===== src/hdl/adc_pkg.sv =====
package adc_pkg;

    // ====================
    // Converter sample format
    // ====================
    localparam int ADC_W = 12;                              // Converter resolution

    typedef logic [ADC_W-1:0] adc_sample_t;                 // Raw or averaged sample word

    // ====================
    // Conditioning chain
    // ====================
    localparam int ADC_DECIM_N = 30;                        // Averaging window = decimation
    localparam int ADC_IDX_W   = $clog2(ADC_DECIM_N);       // Ring position width
    localparam int ADC_SUM_W   = 17;                        // Holds 30 full-scale samples
    localparam int ADC_ROUND   = ADC_DECIM_N / 2;           // Half-up rounding offset

    // Prefilter taps start at mid-scale so the first medians carry no step
    localparam adc_sample_t ADC_RESET_SAMPLE = adc_sample_t'(2048);

endpackage


===== src/hdl/frame_pkg.sv =====
package frame_pkg;

    // ====================
    // FIFO byte and markers
    // ====================
    typedef logic [7:0] frame_byte_t;                       // One USB FIFO byte

    localparam frame_byte_t FRAME_HEAD1 = 8'hAA;            // Frame start, first byte
    localparam frame_byte_t FRAME_HEAD2 = 8'h55;            // Frame start, second byte
    localparam frame_byte_t FRAME_TAIL1 = 8'h55;            // Frame end, first byte
    localparam frame_byte_t FRAME_TAIL2 = 8'hAA;            // Frame end, second byte

    // ====================
    // Frame geometry
    // ====================
    localparam int SAMPLES_PER_FRAME = 128;                 // Two bytes per sample
    localparam int FRAME_CNT_W       = $clog2(SAMPLES_PER_FRAME); // Wraps after last sample

    // Writer FSM, one state per byte kind plus idle
    typedef enum logic [2:0] {
        IDLE,       // Nothing to send
        HEAD1,      // AA
        HEAD2,      // 55
        BYTE_HI,    // Sample bits 11..4
        BYTE_LO,    // Zero nibble + bits 3..0
        TAIL1,      // 55
        TAIL2       // AA
    } frame_state_t;

endpackage


===== src/hdl/adc_conditioner.sv =====
module adc_conditioner import adc_pkg::*; (
    input  logic        clk,
    input  logic        rst_n,
    input  adc_sample_t adc_data,
    input  logic        adc_valid,       // One-cycle strobe per conversion
    input  logic        adc_otr,         // Over range, qualified by adc_valid
    input  adc_sample_t adc_midpoint,    // Substitute for over-range samples
    output adc_sample_t decim_sample,
    output logic        decim_strobe
);

    adc_sample_t          tap0, tap1, tap2;           // Last three raw samples, newest first
    adc_sample_t          pair_hi, pair_lo, hi_clip;  // Sorting network terms
    adc_sample_t          med3;                       // Median of the taps
    adc_sample_t          push_val;                   // Value entering the window
    adc_sample_t          ring [ADC_DECIM_N];         // Averaging window
    logic [ADC_IDX_W-1:0] ring_idx;                   // Oldest entry, also decimation phase
    logic                 ring_wrap;                  // Last slot of the window
    logic [ADC_SUM_W-1:0] sum_q;                      // Sum of the window contents
    logic [ADC_SUM_W-1:0] sum_next;                   // Sum after this strobe's push
    logic [ADC_SUM_W-1:0] avg_full;                   // Rounded mean before narrowing

    // ====================
    // Median-of-3 prefilter
    // ====================
    assign pair_hi = (tap0 > tap1) ? tap0 : tap1;
    assign pair_lo = (tap0 > tap1) ? tap1 : tap0;
    assign hi_clip = (pair_hi < tap2) ? pair_hi : tap2;     // min(max(a,b), c)
    assign med3    = (pair_lo > hi_clip) ? pair_lo : hi_clip;

    assign push_val = adc_otr ? adc_midpoint : med3;        // OTR replaces the median

    always_ff @(posedge clk or negedge rst_n) begin
        if (!rst_n) begin
            tap0 <= ADC_RESET_SAMPLE;
            tap1 <= ADC_RESET_SAMPLE;
            tap2 <= ADC_RESET_SAMPLE;
        end else if (adc_valid) begin
            tap2 <= tap1;                                   // Shift after the median is used
            tap1 <= tap0;
            tap0 <= adc_data;
        end
    end

    // ====================
    // Moving-average decimator
    // ====================
    // Running sum swaps the oldest entry for the new one
    assign sum_next  = sum_q + ADC_SUM_W'(push_val) - ADC_SUM_W'(ring[ring_idx]);
    assign avg_full  = (sum_next + ADC_SUM_W'(ADC_ROUND)) / ADC_SUM_W'(ADC_DECIM_N);
    assign ring_wrap = (ring_idx == ADC_IDX_W'(ADC_DECIM_N - 1));

    always_ff @(posedge clk or negedge rst_n) begin
        if (!rst_n) begin
            sum_q        <= '0;
            ring_idx     <= '0;
            decim_strobe <= 1'b0;
            for (int i = 0; i < ADC_DECIM_N; i++) begin
                ring[i] <= '0;                              // Window starts empty
            end
        end else begin
            decim_strobe <= 1'b0;                           // Pulse by default off
            if (adc_valid) begin
                sum_q          <= sum_next;
                ring[ring_idx] <= push_val;
                if (ring_wrap) begin
                    ring_idx     <= '0;
                    decim_strobe <= 1'b1;                   // Every 30th strobe
                end else begin
                    ring_idx <= ring_idx + 1'b1;
                end
            end
        end
    end

    // Mean includes the value pushed on the same strobe
    always_ff @(posedge clk) begin
        if (adc_valid && ring_wrap) begin
            decim_sample <= adc_sample_t'(avg_full);
        end
    end

endmodule


===== src/hdl/adc_usb_framer.sv =====
module adc_usb_framer import adc_pkg::*, frame_pkg::*; (
    input  logic        clk,
    input  logic        rst_n,
    input  adc_sample_t adc_data,
    input  logic        adc_valid,
    input  logic        adc_otr,
    input  adc_sample_t adc_midpoint,
    input  logic        fifo_full,
    output frame_byte_t fifo_din,
    output logic        fifo_wr_en
);

    adc_sample_t decim_sample;           // Conditioner to buffer
    logic        decim_strobe;
    adc_sample_t buf_sample;             // Buffer to writer
    logic        buf_avail;
    logic        take;                   // Writer back to buffer

    // ====================
    // Producer, buffer, consumer
    // ====================
    adc_conditioner i_conditioner (
        .clk          (clk),
        .rst_n        (rst_n),
        .adc_data     (adc_data),
        .adc_valid    (adc_valid),
        .adc_otr      (adc_otr),
        .adc_midpoint (adc_midpoint),
        .decim_sample (decim_sample),
        .decim_strobe (decim_strobe)
    );

    sample_buffer i_buffer (
        .clk          (clk),
        .rst_n        (rst_n),
        .decim_sample (decim_sample),
        .decim_strobe (decim_strobe),
        .take         (take),
        .buf_sample   (buf_sample),
        .buf_avail    (buf_avail)
    );

    frame_writer i_writer (
        .clk        (clk),
        .rst_n      (rst_n),
        .buf_sample (buf_sample),
        .buf_avail  (buf_avail),
        .fifo_full  (fifo_full),
        .take       (take),
        .fifo_din   (fifo_din),
        .fifo_wr_en (fifo_wr_en)
    );

endmodule


===== src/hdl/frame_writer.sv =====
module frame_writer import adc_pkg::*, frame_pkg::*; (
    input  logic        clk,
    input  logic        rst_n,
    input  adc_sample_t buf_sample,
    input  logic        buf_avail,
    input  logic        fifo_full,       // Back-pressure, hold state while high
    output logic        take,            // Low byte committed
    output frame_byte_t fifo_din,
    output logic        fifo_wr_en
);

    frame_state_t           state, state_next;
    logic [FRAME_CNT_W-1:0] sample_cnt;  // Samples already sent in this frame
    logic                   frame_last;  // Current sample closes the frame
    logic                   step;        // Current byte goes out this cycle
    frame_byte_t            byte_sel;

    assign step       = (state != IDLE) && !fifo_full;
    assign frame_last = (sample_cnt == FRAME_CNT_W'(SAMPLES_PER_FRAME - 1));
    assign take       = (state == BYTE_LO) && !fifo_full;

    // ====================
    // Next-state logic
    // ====================
    always_comb begin
        state_next = state;                                 // Stay by default
        case (state)
            IDLE: begin
                if (buf_avail) begin
                    state_next = (sample_cnt == '0) ? HEAD1 : BYTE_HI;
                end
            end
            HEAD1:   if (!fifo_full) state_next = HEAD2;
            HEAD2:   if (!fifo_full) state_next = BYTE_HI;  // Current is still held
            BYTE_HI: if (!fifo_full) state_next = BYTE_LO;
            BYTE_LO: begin
                if (!fifo_full) begin
                    state_next = frame_last ? TAIL1 : IDLE;
                end
            end
            TAIL1:   if (!fifo_full) state_next = TAIL2;
            TAIL2: begin
                if (!fifo_full) begin
                    state_next = buf_avail ? HEAD1 : IDLE;  // Back-to-back frames
                end
            end
            default: state_next = IDLE;
        endcase
    end

    // State register and frame position
    always_ff @(posedge clk or negedge rst_n) begin
        if (!rst_n) begin
            state      <= IDLE;
            sample_cnt <= '0;
        end else begin
            state <= state_next;
            if (take) begin
                sample_cnt <= sample_cnt + 1'b1;            // Wraps to 0 after 128
            end
        end
    end

    // ====================
    // Byte selection and FIFO write
    // ====================
    always_comb begin
        case (state)
            HEAD1:   byte_sel = FRAME_HEAD1;
            HEAD2:   byte_sel = FRAME_HEAD2;
            BYTE_HI: byte_sel = buf_sample[11:4];
            BYTE_LO: byte_sel = {4'b0000, buf_sample[3:0]}; // Zero-padded low nibble
            TAIL1:   byte_sel = FRAME_TAIL1;
            TAIL2:   byte_sel = FRAME_TAIL2;
            default: byte_sel = '0;
        endcase
    end

    always_ff @(posedge clk or negedge rst_n) begin
        if (!rst_n) begin
            fifo_din   <= '0;
            fifo_wr_en <= 1'b0;
        end else begin
            fifo_din   <= byte_sel;
            fifo_wr_en <= step;                             // Never after a full cycle
        end
    end

endmodule


===== src/hdl/sample_buffer.sv =====
module sample_buffer import adc_pkg::*; (
    input  logic        clk,
    input  logic        rst_n,
    input  adc_sample_t decim_sample,
    input  logic        decim_strobe,    // New average, never stalled
    input  logic        take,            // Writer consumed current
    output adc_sample_t buf_sample,
    output logic        buf_avail        // Current entry valid
);

    adc_sample_t pend_sample;            // Waiting entry
    logic        pend_valid;
    logic        load_cur;               // Move pending into current this cycle

    // Refill on consumption, or as soon as current has emptied
    assign load_cur = pend_valid && (take || !buf_avail);

    // ====================
    // Occupancy flags
    // ====================
    always_ff @(posedge clk or negedge rst_n) begin
        if (!rst_n) begin
            buf_avail  <= 1'b0;
            pend_valid <= 1'b0;
        end else begin
            if (load_cur) begin
                buf_avail <= 1'b1;
            end else if (take) begin
                buf_avail <= 1'b0;                          // Drained, nothing behind it
            end

            // A strobe in the same cycle as a refill keeps pending full
            if (decim_strobe) begin
                pend_valid <= 1'b1;
            end else if (load_cur) begin
                pend_valid <= 1'b0;
            end
        end
    end

    // Data path, newest strobe overwrites an unread pending sample
    always_ff @(posedge clk) begin
        if (decim_strobe) begin
            pend_sample <= decim_sample;
        end
        if (load_cur) begin
            buf_sample <= pend_sample;                      // Old pending value moves up
        end
    end

endmodule


===== config.mk =====
export PLATFORM = sky130hd
export DESIGN_NAME = adc_usb_framer
export DESIGN_NICKNAME = d
export VERILOG_FILES = /design/src/hdl/adc_pkg.sv /design/src/hdl/frame_pkg.sv /design/src/hdl/adc_conditioner.sv /design/src/hdl/adc_usb_framer.sv /design/src/hdl/frame_writer.sv /design/src/hdl/sample_buffer.sv
export SDC_FILE = /design/constraint.sdc
export NUM_CORES = 1
export LEC_CHECK = 0
export BUFFER_PORTS_ARGS = -buffer_cell sky130_fd_sc_hd__buf_2
export CAP_MARGIN = 20
export CORE_ASPECT_RATIO = 1.25
export CORE_MARGIN = 2
export CORE_UTILIZATION = 41
export CTS_CLUSTER_DIAMETER = 40
export CTS_CLUSTER_SIZE = 10
export DETAILED_ROUTE_END_ITERATION = 8
export GPL_ROUTABILITY_DRIVEN = 1
export HOLD_SLACK_MARGIN = 0.1
export SLEW_MARGIN = 10
export SYNTH_ARGS = -nofsm -noshare
export SYNTH_HDL_FRONTEND = slang
export SYNTH_SLANG_ARGS = --single-unit

===== constraint.sdc =====
create_clock -name clk -period 14.2 [get_ports clk]
set_input_delay 1.42 -clock clk [delete_from_list [all_inputs] [get_ports clk]]
set_output_delay 1.42 -clock clk [all_outputs]
set_load 0.01 [all_outputs]

==> Yosys cells after proc, flatten, opt, wreduce, memory -nomap -nowiden <==
Index checks and enable logic that the tools add are counted.
{ "classes": {"n_addsub": 5, "div": 1, "n_lt_le_gt_ge": 5, "n_eq_ne": 15, "n_mux": 30, "bitwise": 1, "n_reduce_logical": 16} }
{ "ops": {"columns": ["op", "n"], "rows": [
  ["$bwmux 360", 1],
  ["$mux 12", 8],
  ["$bmux 12 s5", 1],
  ["$demux 12 s5", 1],
  ["$pmux 8 s4", 1],
  ["$gt 12x12->1", 2],
  ["$mux 3", 8],
  ["$pmux 3 s7", 1],
  ["$add 17x12->17", 1],
  ["$add 17x4->17 const B", 1],
  ["$div 17x5->17 const B", 1],
  ["$sub 17x12->17", 1],
  ["$ne 2x2->1 const B", 7],
  ["$lt 12x12->1", 1],
  ["$eq 3x3->1 const B", 3],
  ["$add 7x1->7 const B", 1],
  ["$eq 7x7->1 const B", 1],
  ["$logic_not 7->1", 1],
  ["$mux 1", 7],
  ["$reduce_and 7->1", 1],
  ["$eq 3x2->1 const B", 2],
  ["$ge 6x6->1 const B", 1],
  ["$lt 6x1->1 const B", 1],
  ["$not 5->6", 1],
  ["other kinds (12)", 19]
]} }
{ "word_totals": {"register_bits": 476, "in_bits": 29, "output_inout_bits": 9, "word_cells": 118} }

==> Logic depth before layout (Yosys ltp) <==
{ "depth": {"depth_word": 11, "depth_mapped": 77, "depth_no_buf": 69} }

==> Modules after synthesis <==
A second synthesis with hierarchy kept.
{ "hier_totals": {"hier_cells": 2475, "area_unflattened_um2": 25126.6} }
{ "by_module_without_submodules": {"columns": ["mod", "instances", "cells_each", "area_each_um2", "seq_area_each_um2"], "rows": [
  ["adc_conditioner", 1, 2342, 23332.4, 10849.2],
  ["frame_writer", 1, 102, 985.9, 475.5],
  ["sample_buffer", 1, 31, 808.3, 770.7]
]} }

==> Worst setup path before layout <==
Ideal clock, no wire load.
{ "synth_path": {"path_type": "register to register", "from": "register i_conditioner.tap1[11]", "to": "register i_conditioner.decim_sample[0] (data pin)", "setup_time_ps": 167, "arrival_time_ps": 14100, "required_time_ps": 14033, "path_slack_ps": -68, "stages_incl_launch_ff": 73, "n_path_buf": 6, "period_less_slack_ps": 14268, "cell_sequence": "dfstp_2 -> inv_1 -> ha_1 -> nand4_1 -> or2_2 -> a21oi_1 -> o22a_1 -> clkbuf_1 -> clkbuf_1 -> nand2_1 -> o21ai_0 -> ha_1 -> o21ai_0 -> nand2b_1 -> a21oi_1 -> nor2b_1 -> o21ai_0 -> nand2b_1 -> [37 not listed] -> a211o_2 -> a31o_2 -> a32oi_2 -> a211oi_2 -> mux2i_2 -> xnor2_1 -> a32oi_1 -> o41a_2 -> a21oi_2 -> mux2i_1 -> a211oi_1 -> a311oi_1 -> o21ai_2 -> or3_1 -> nand3b_2 -> a31o_1 -> o21ai_1 -> a221oi_2"} }
{ "synth_via": {"elab_chain_cells": 11, "elab_cells_between_ends": 12, "classes_between": "add/sub (3); div (1); order compare (3); mux (5)"} }
{ "synth_lines": {"columns": ["item", "line", "rtl"], "rows": [
  ["from (decl)", "adc_conditioner.sv:12", "adc_sample_t tap0, tap1, tap2;"],
  ["from (signal assigned)", "adc_conditioner.sv:40", "tap1 <= tap0;"],
  ["$gt 12x12->1", "adc_conditioner.sv:26, adc_conditioner.sv:27", null],
  ["$mux 12", "adc_conditioner.sv:26", "assign pair_hi = (tap0 > tap1) ? tap0 : tap1;"],
  ["$lt 12x12->1", "adc_conditioner.sv:28", "assign hi_clip = (pair_hi < tap2) ? pair_hi : tap2;"],
  ["$mux 12", "adc_conditioner.sv:28", null],
  ["$gt 12x12->1", "adc_conditioner.sv:29", "assign med3 = (pair_lo > hi_clip) ? pair_lo : hi_clip;"],
  ["$mux 12 (*)", "adc_conditioner.sv:29", null],
  ["$mux 12 (*)", "adc_conditioner.sv:31", "assign push_val = adc_otr ? adc_midpoint : med3;"],
  ["$add 17x12->17 (*)", "adc_conditioner.sv:49", "assign sum_next = sum_q + ADC_SUM_W'(push_val) - ADC_SUM_W'(ring[ring_idx]);"],
  ["$sub 17x12->17 (*)", "adc_conditioner.sv:49", null],
  ["$add 17x4->17 (*)", "adc_conditioner.sv:50", "assign avg_full = (sum_next + ADC_SUM_W'(ADC_ROUND)) / ADC_SUM_W'(ADC_DECIM_N);"],
  ["$div 17x5->17 (*)", "adc_conditioner.sv:50", null],
  ["named net i_conditioner.avg_full[0]", "adc_conditioner.sv:21", "logic [ADC_SUM_W-1:0] avg_full;"],
  ["to (signal assigned)", "adc_conditioner.sv:79", "decim_sample <= adc_sample_t'(avg_full);"],
  ["to (decl)", "adc_conditioner.sv:8", "output adc_sample_t decim_sample,"]
]} }
Mark *: on every way through the listed nets, which the timed path passes. The rest lies on a longest branch.
A chain may end at the register's enable or synchronous reset.

==> Worst setup path after layout <==
Same ends and word-level chain as after synthesis.

==> out/metrics.yaml <==
crit_family: "compound AO/OA/AOI/OAI gates"
clock.fmax_mhz: 73.7
cp_slowest_cell: "fa_1"
die_area_um2: 63400
core_area_um2: 60800
synth_warnings: 0
fin_skew_ns: 0.0350
synth_cells: 2503
final_layout_size_suffix_gt1_share_pct: 23.3
crit_required_ns: 14.62
min_period_ns: 13.57
grt_pass1_wl_um: 106000
tritoncts: "yes"
syn_avg_cell_area_um2: 10.1
worst-path-max-fanout: 6
netlist.area_leader.share_pct: 43.5
drtIter0Drc: 1365
fin_crit_sh_pct: 95.6
final_area_um2: 29900
antenna_found_initial: 1
max_slew_margin_pct: 26.7
drc: 0
worst-path-buf-inv: 8
synth.area.top_cells: "dfrtp_1 43%, o21ai_0 9.1%, nand2_1 7.6%"
wire_per_inst_um: 19.6
h-tree-depth: 3
first_global_vias: 19000
clk_latency_ns: 0.62
wl_um: 67400
setup-violations-final: 0
boundaryPins: 38
drtPass1Iterations: 6
start_kind: "flop"
synth_seq_cells: 476
cts-root-buf: "clkbuf_16"
dpl-instance-area_um2: 26300
synth_edf_count: 36
outcome: "finished clean"
clk_path_buf_depth: 3
std_cell_rows: 101
via_count: 19000
initial_utilization_pct: 41.4
gp_congestion: 0.871
hold_buffers: 0
die_y_um: 281
final_nets: 2667
max_stage_delay_ns: 0.56
drv_cap: 0
dp_hpwl_um: 44400
grt_usage_pct: 21.4
port_buffers: 37
cts-buffers-inserted: 72
die_w_um: 226
diodes: 0
synth_fp_nets: 2604
hold_path_class: "flop to flop"
crit_arrival_ns: 13.99
ys_types: 124
drv_slew: 0
ys_seq_area_share_pct: 48.1
critPathKind: "flop to flop"
cp-end-kind: "flop"
synthesis.area_um2: 25200
synthFlopType: "dfrtp_1"
grt-ovfl-total: 0
hold_viol_final: 0
synth-async-reset-ratio_pct: 92.4
clk_pin_slew_ns: 0.05
yosys.area.top_type: "dfrtp_1"
vias_per_cell: 5.54
clock-sinks: 476
grt_max_degree: 201
tightest_slew_ns: 1.10
area_growth_pct: 18.7
detail-route-antenna-nets: 0
==> flip-flops by register name, indices dropped and copies added, names as in the netlist, 3 cells and up <==
signal / cells
i_writer.fifo_din: 8
i_writer.sample_cnt: 7
i_conditioner.tap1: 12
i_conditioner.decim_sample: 12
i_conditioner.ring: 360
i_conditioner.tap2: 12
i_buffer.pend_sample: 12
i_conditioner.sum_q: 17
i_writer.state: 3
i_conditioner.ring_idx: 5
i_buffer.buf_sample: 12
i_conditioner.tap0: 12
==> routing by layer <==
layer  vias to the layer above  track usage, %  routed length (um)
met4                         2            8.76                2500
met1                      9465            26.8               28000
li1                       9001               -                   -
met3                       124            3.20                2980
met5                         -               0                  17
met2                       457            36.8               34000
==> synthesized netlist by cell type (5+ instances only) <==
| cell type | count |
|---|---|
| nor3_1 | 15 |
| a21oi_1 | 57 |
| nand3_1 | 24 |
| a211o_1 | 5 |
| clkbuf_1 | 155 |
| o211a_1 | 6 |
| and3_1 | 10 |
| and2_1 | 12 |
| mux4_2 | 84 |
| o21ai_1 | 7 |
| o22ai_1 | 10 |
| nor3b_1 | 5 |
| a211oi_1 | 11 |
| nand2_1 | 507 |
| o21ai_0 | 458 |
| o211ai_1 | 6 |
| dfrtp_1 | 437 |
| nor2b_1 | 17 |
| mux2_2 | 30 |
| mux2i_1 | 32 |
| nand2b_1 | 14 |
| edfxtp_1 | 36 |
| clkbuf_8 | 7 |
| ha_1 | 60 |
| buf_1 | 9 |
| a22oi_1 | 39 |
| a21oi_2 | 5 |
| o21a_1 | 9 |
| or2_2 | 16 |
| buf_6 | 8 |
| fa_1 | 12 |
| xor2_1 | 12 |
| a21o_1 | 11 |
| nor2_1 | 82 |
| nor4_1 | 7 |
| o31ai_1 | 6 |
| xnor2_1 | 28 |
| inv_1 | 79 |
| a31o_2 | 11 |
| nand4_1 | 24 |
==> final cells by class <==
type	instances	area, um2
fill	5482	30900
inverter	80	300
clock buffer	88	1970
clock inverter	33	462
tap	824	1030
timing repair buffer	169	1280
sequential	476	12100
multi-input combinational	1767	12700
==> placed cells by master (no fill, tap or decap), types with 7 or more instances in the layout <==
master       n
fa_1        11
clkbuf_16   74
nand2b_1    13
nor2b_1     17
xor2_1      12
or2_2       14
o21ai_2     10
nor2_1      79
clkinv_4     7
buf_6       11
ha_4        10
o21a_1       9
xnor2_1     26
o21ai_0    440
clkbuf_8     9
and3_1       9
edfxtp_1    36
nor3_1      10
inv_1       74
mux2i_1     24
ha_1        50
dfrtp_1    435
nand4_1     24
o21ai_1     18
buf_2       36
mux4_2      84
o22ai_1      9
a21o_1      11
a31o_2       9
nand2_1    504
a21oi_2     19
a22oi_1     38
buf_4      117
nand3_1     22
a21oi_1     42
and2_1      12
mux2_2      29
clkinv_2     8
==> final timing paths <==
check	slack [ns]	cells past startpoint	startpoint	end
setup / recovery	0.63	69	i_conditioner.tap1[11]	i_conditioner.decim_sample[0]
min in group asynchronous	0.86	1	rst_n	i_conditioner.tap0[3]
max in group asynchronous	11.02	3	rst_n	i_conditioner.ring[244]
hold reg to reg	0.41	0	i_buffer.pend_sample[7]	i_buffer.buf_sample[7]
setup reg to reg	0.63	69	i_conditioner.tap1[11]	i_conditioner.decim_sample[0]
hold / removal	0.41	0	i_buffer.pend_sample[7]	i_buffer.buf_sample[7]
==> stage by stage <==
stage / std cells / hold WS [ns] / TNS [ns] / setup WS [ns] / util [%]
finish: 3437 / 0.411 / 0 / 0.631 / 49.1
global route: 3437 / 0.425 / -0.195 / -0.195 / 49.1
CTS: 3388 / 0.417 / 0 / 0.00374 / 47.3
global placement: 3266 / 0.404 / 0 / 0.198 / 43.2
detailed placement: 3267 / 0.407 / -0.0811 / -0.0811 / 43.2
floorplan: 2503 / 0.400 / 0 / 0.116 / -
==> repair_timing <==
item,CTS,global route
cloned,0,4
pin swaps,0,69
buffers inserted,0,44
endpoints found under the setup margin,1,4
resized for setup,7,148
==> logic make-up after synthesis <==
family                     Yosys count  share of synthesized area [%]
buffers and inverters              261                           4.42
muxes                              149                           10.3
DFF                                476                           48.1
xor gates and xnor gates            42                           1.57
adders and majority gates           72                           3.94
and+or+nand+nor                    777                           13.7
AOI/OAI and AO/OA                  726                           18.0
Power is left out: the tool's default activity adds up to more than one toggle a clock period on the data nets, which glitch-free logic cannot reach.
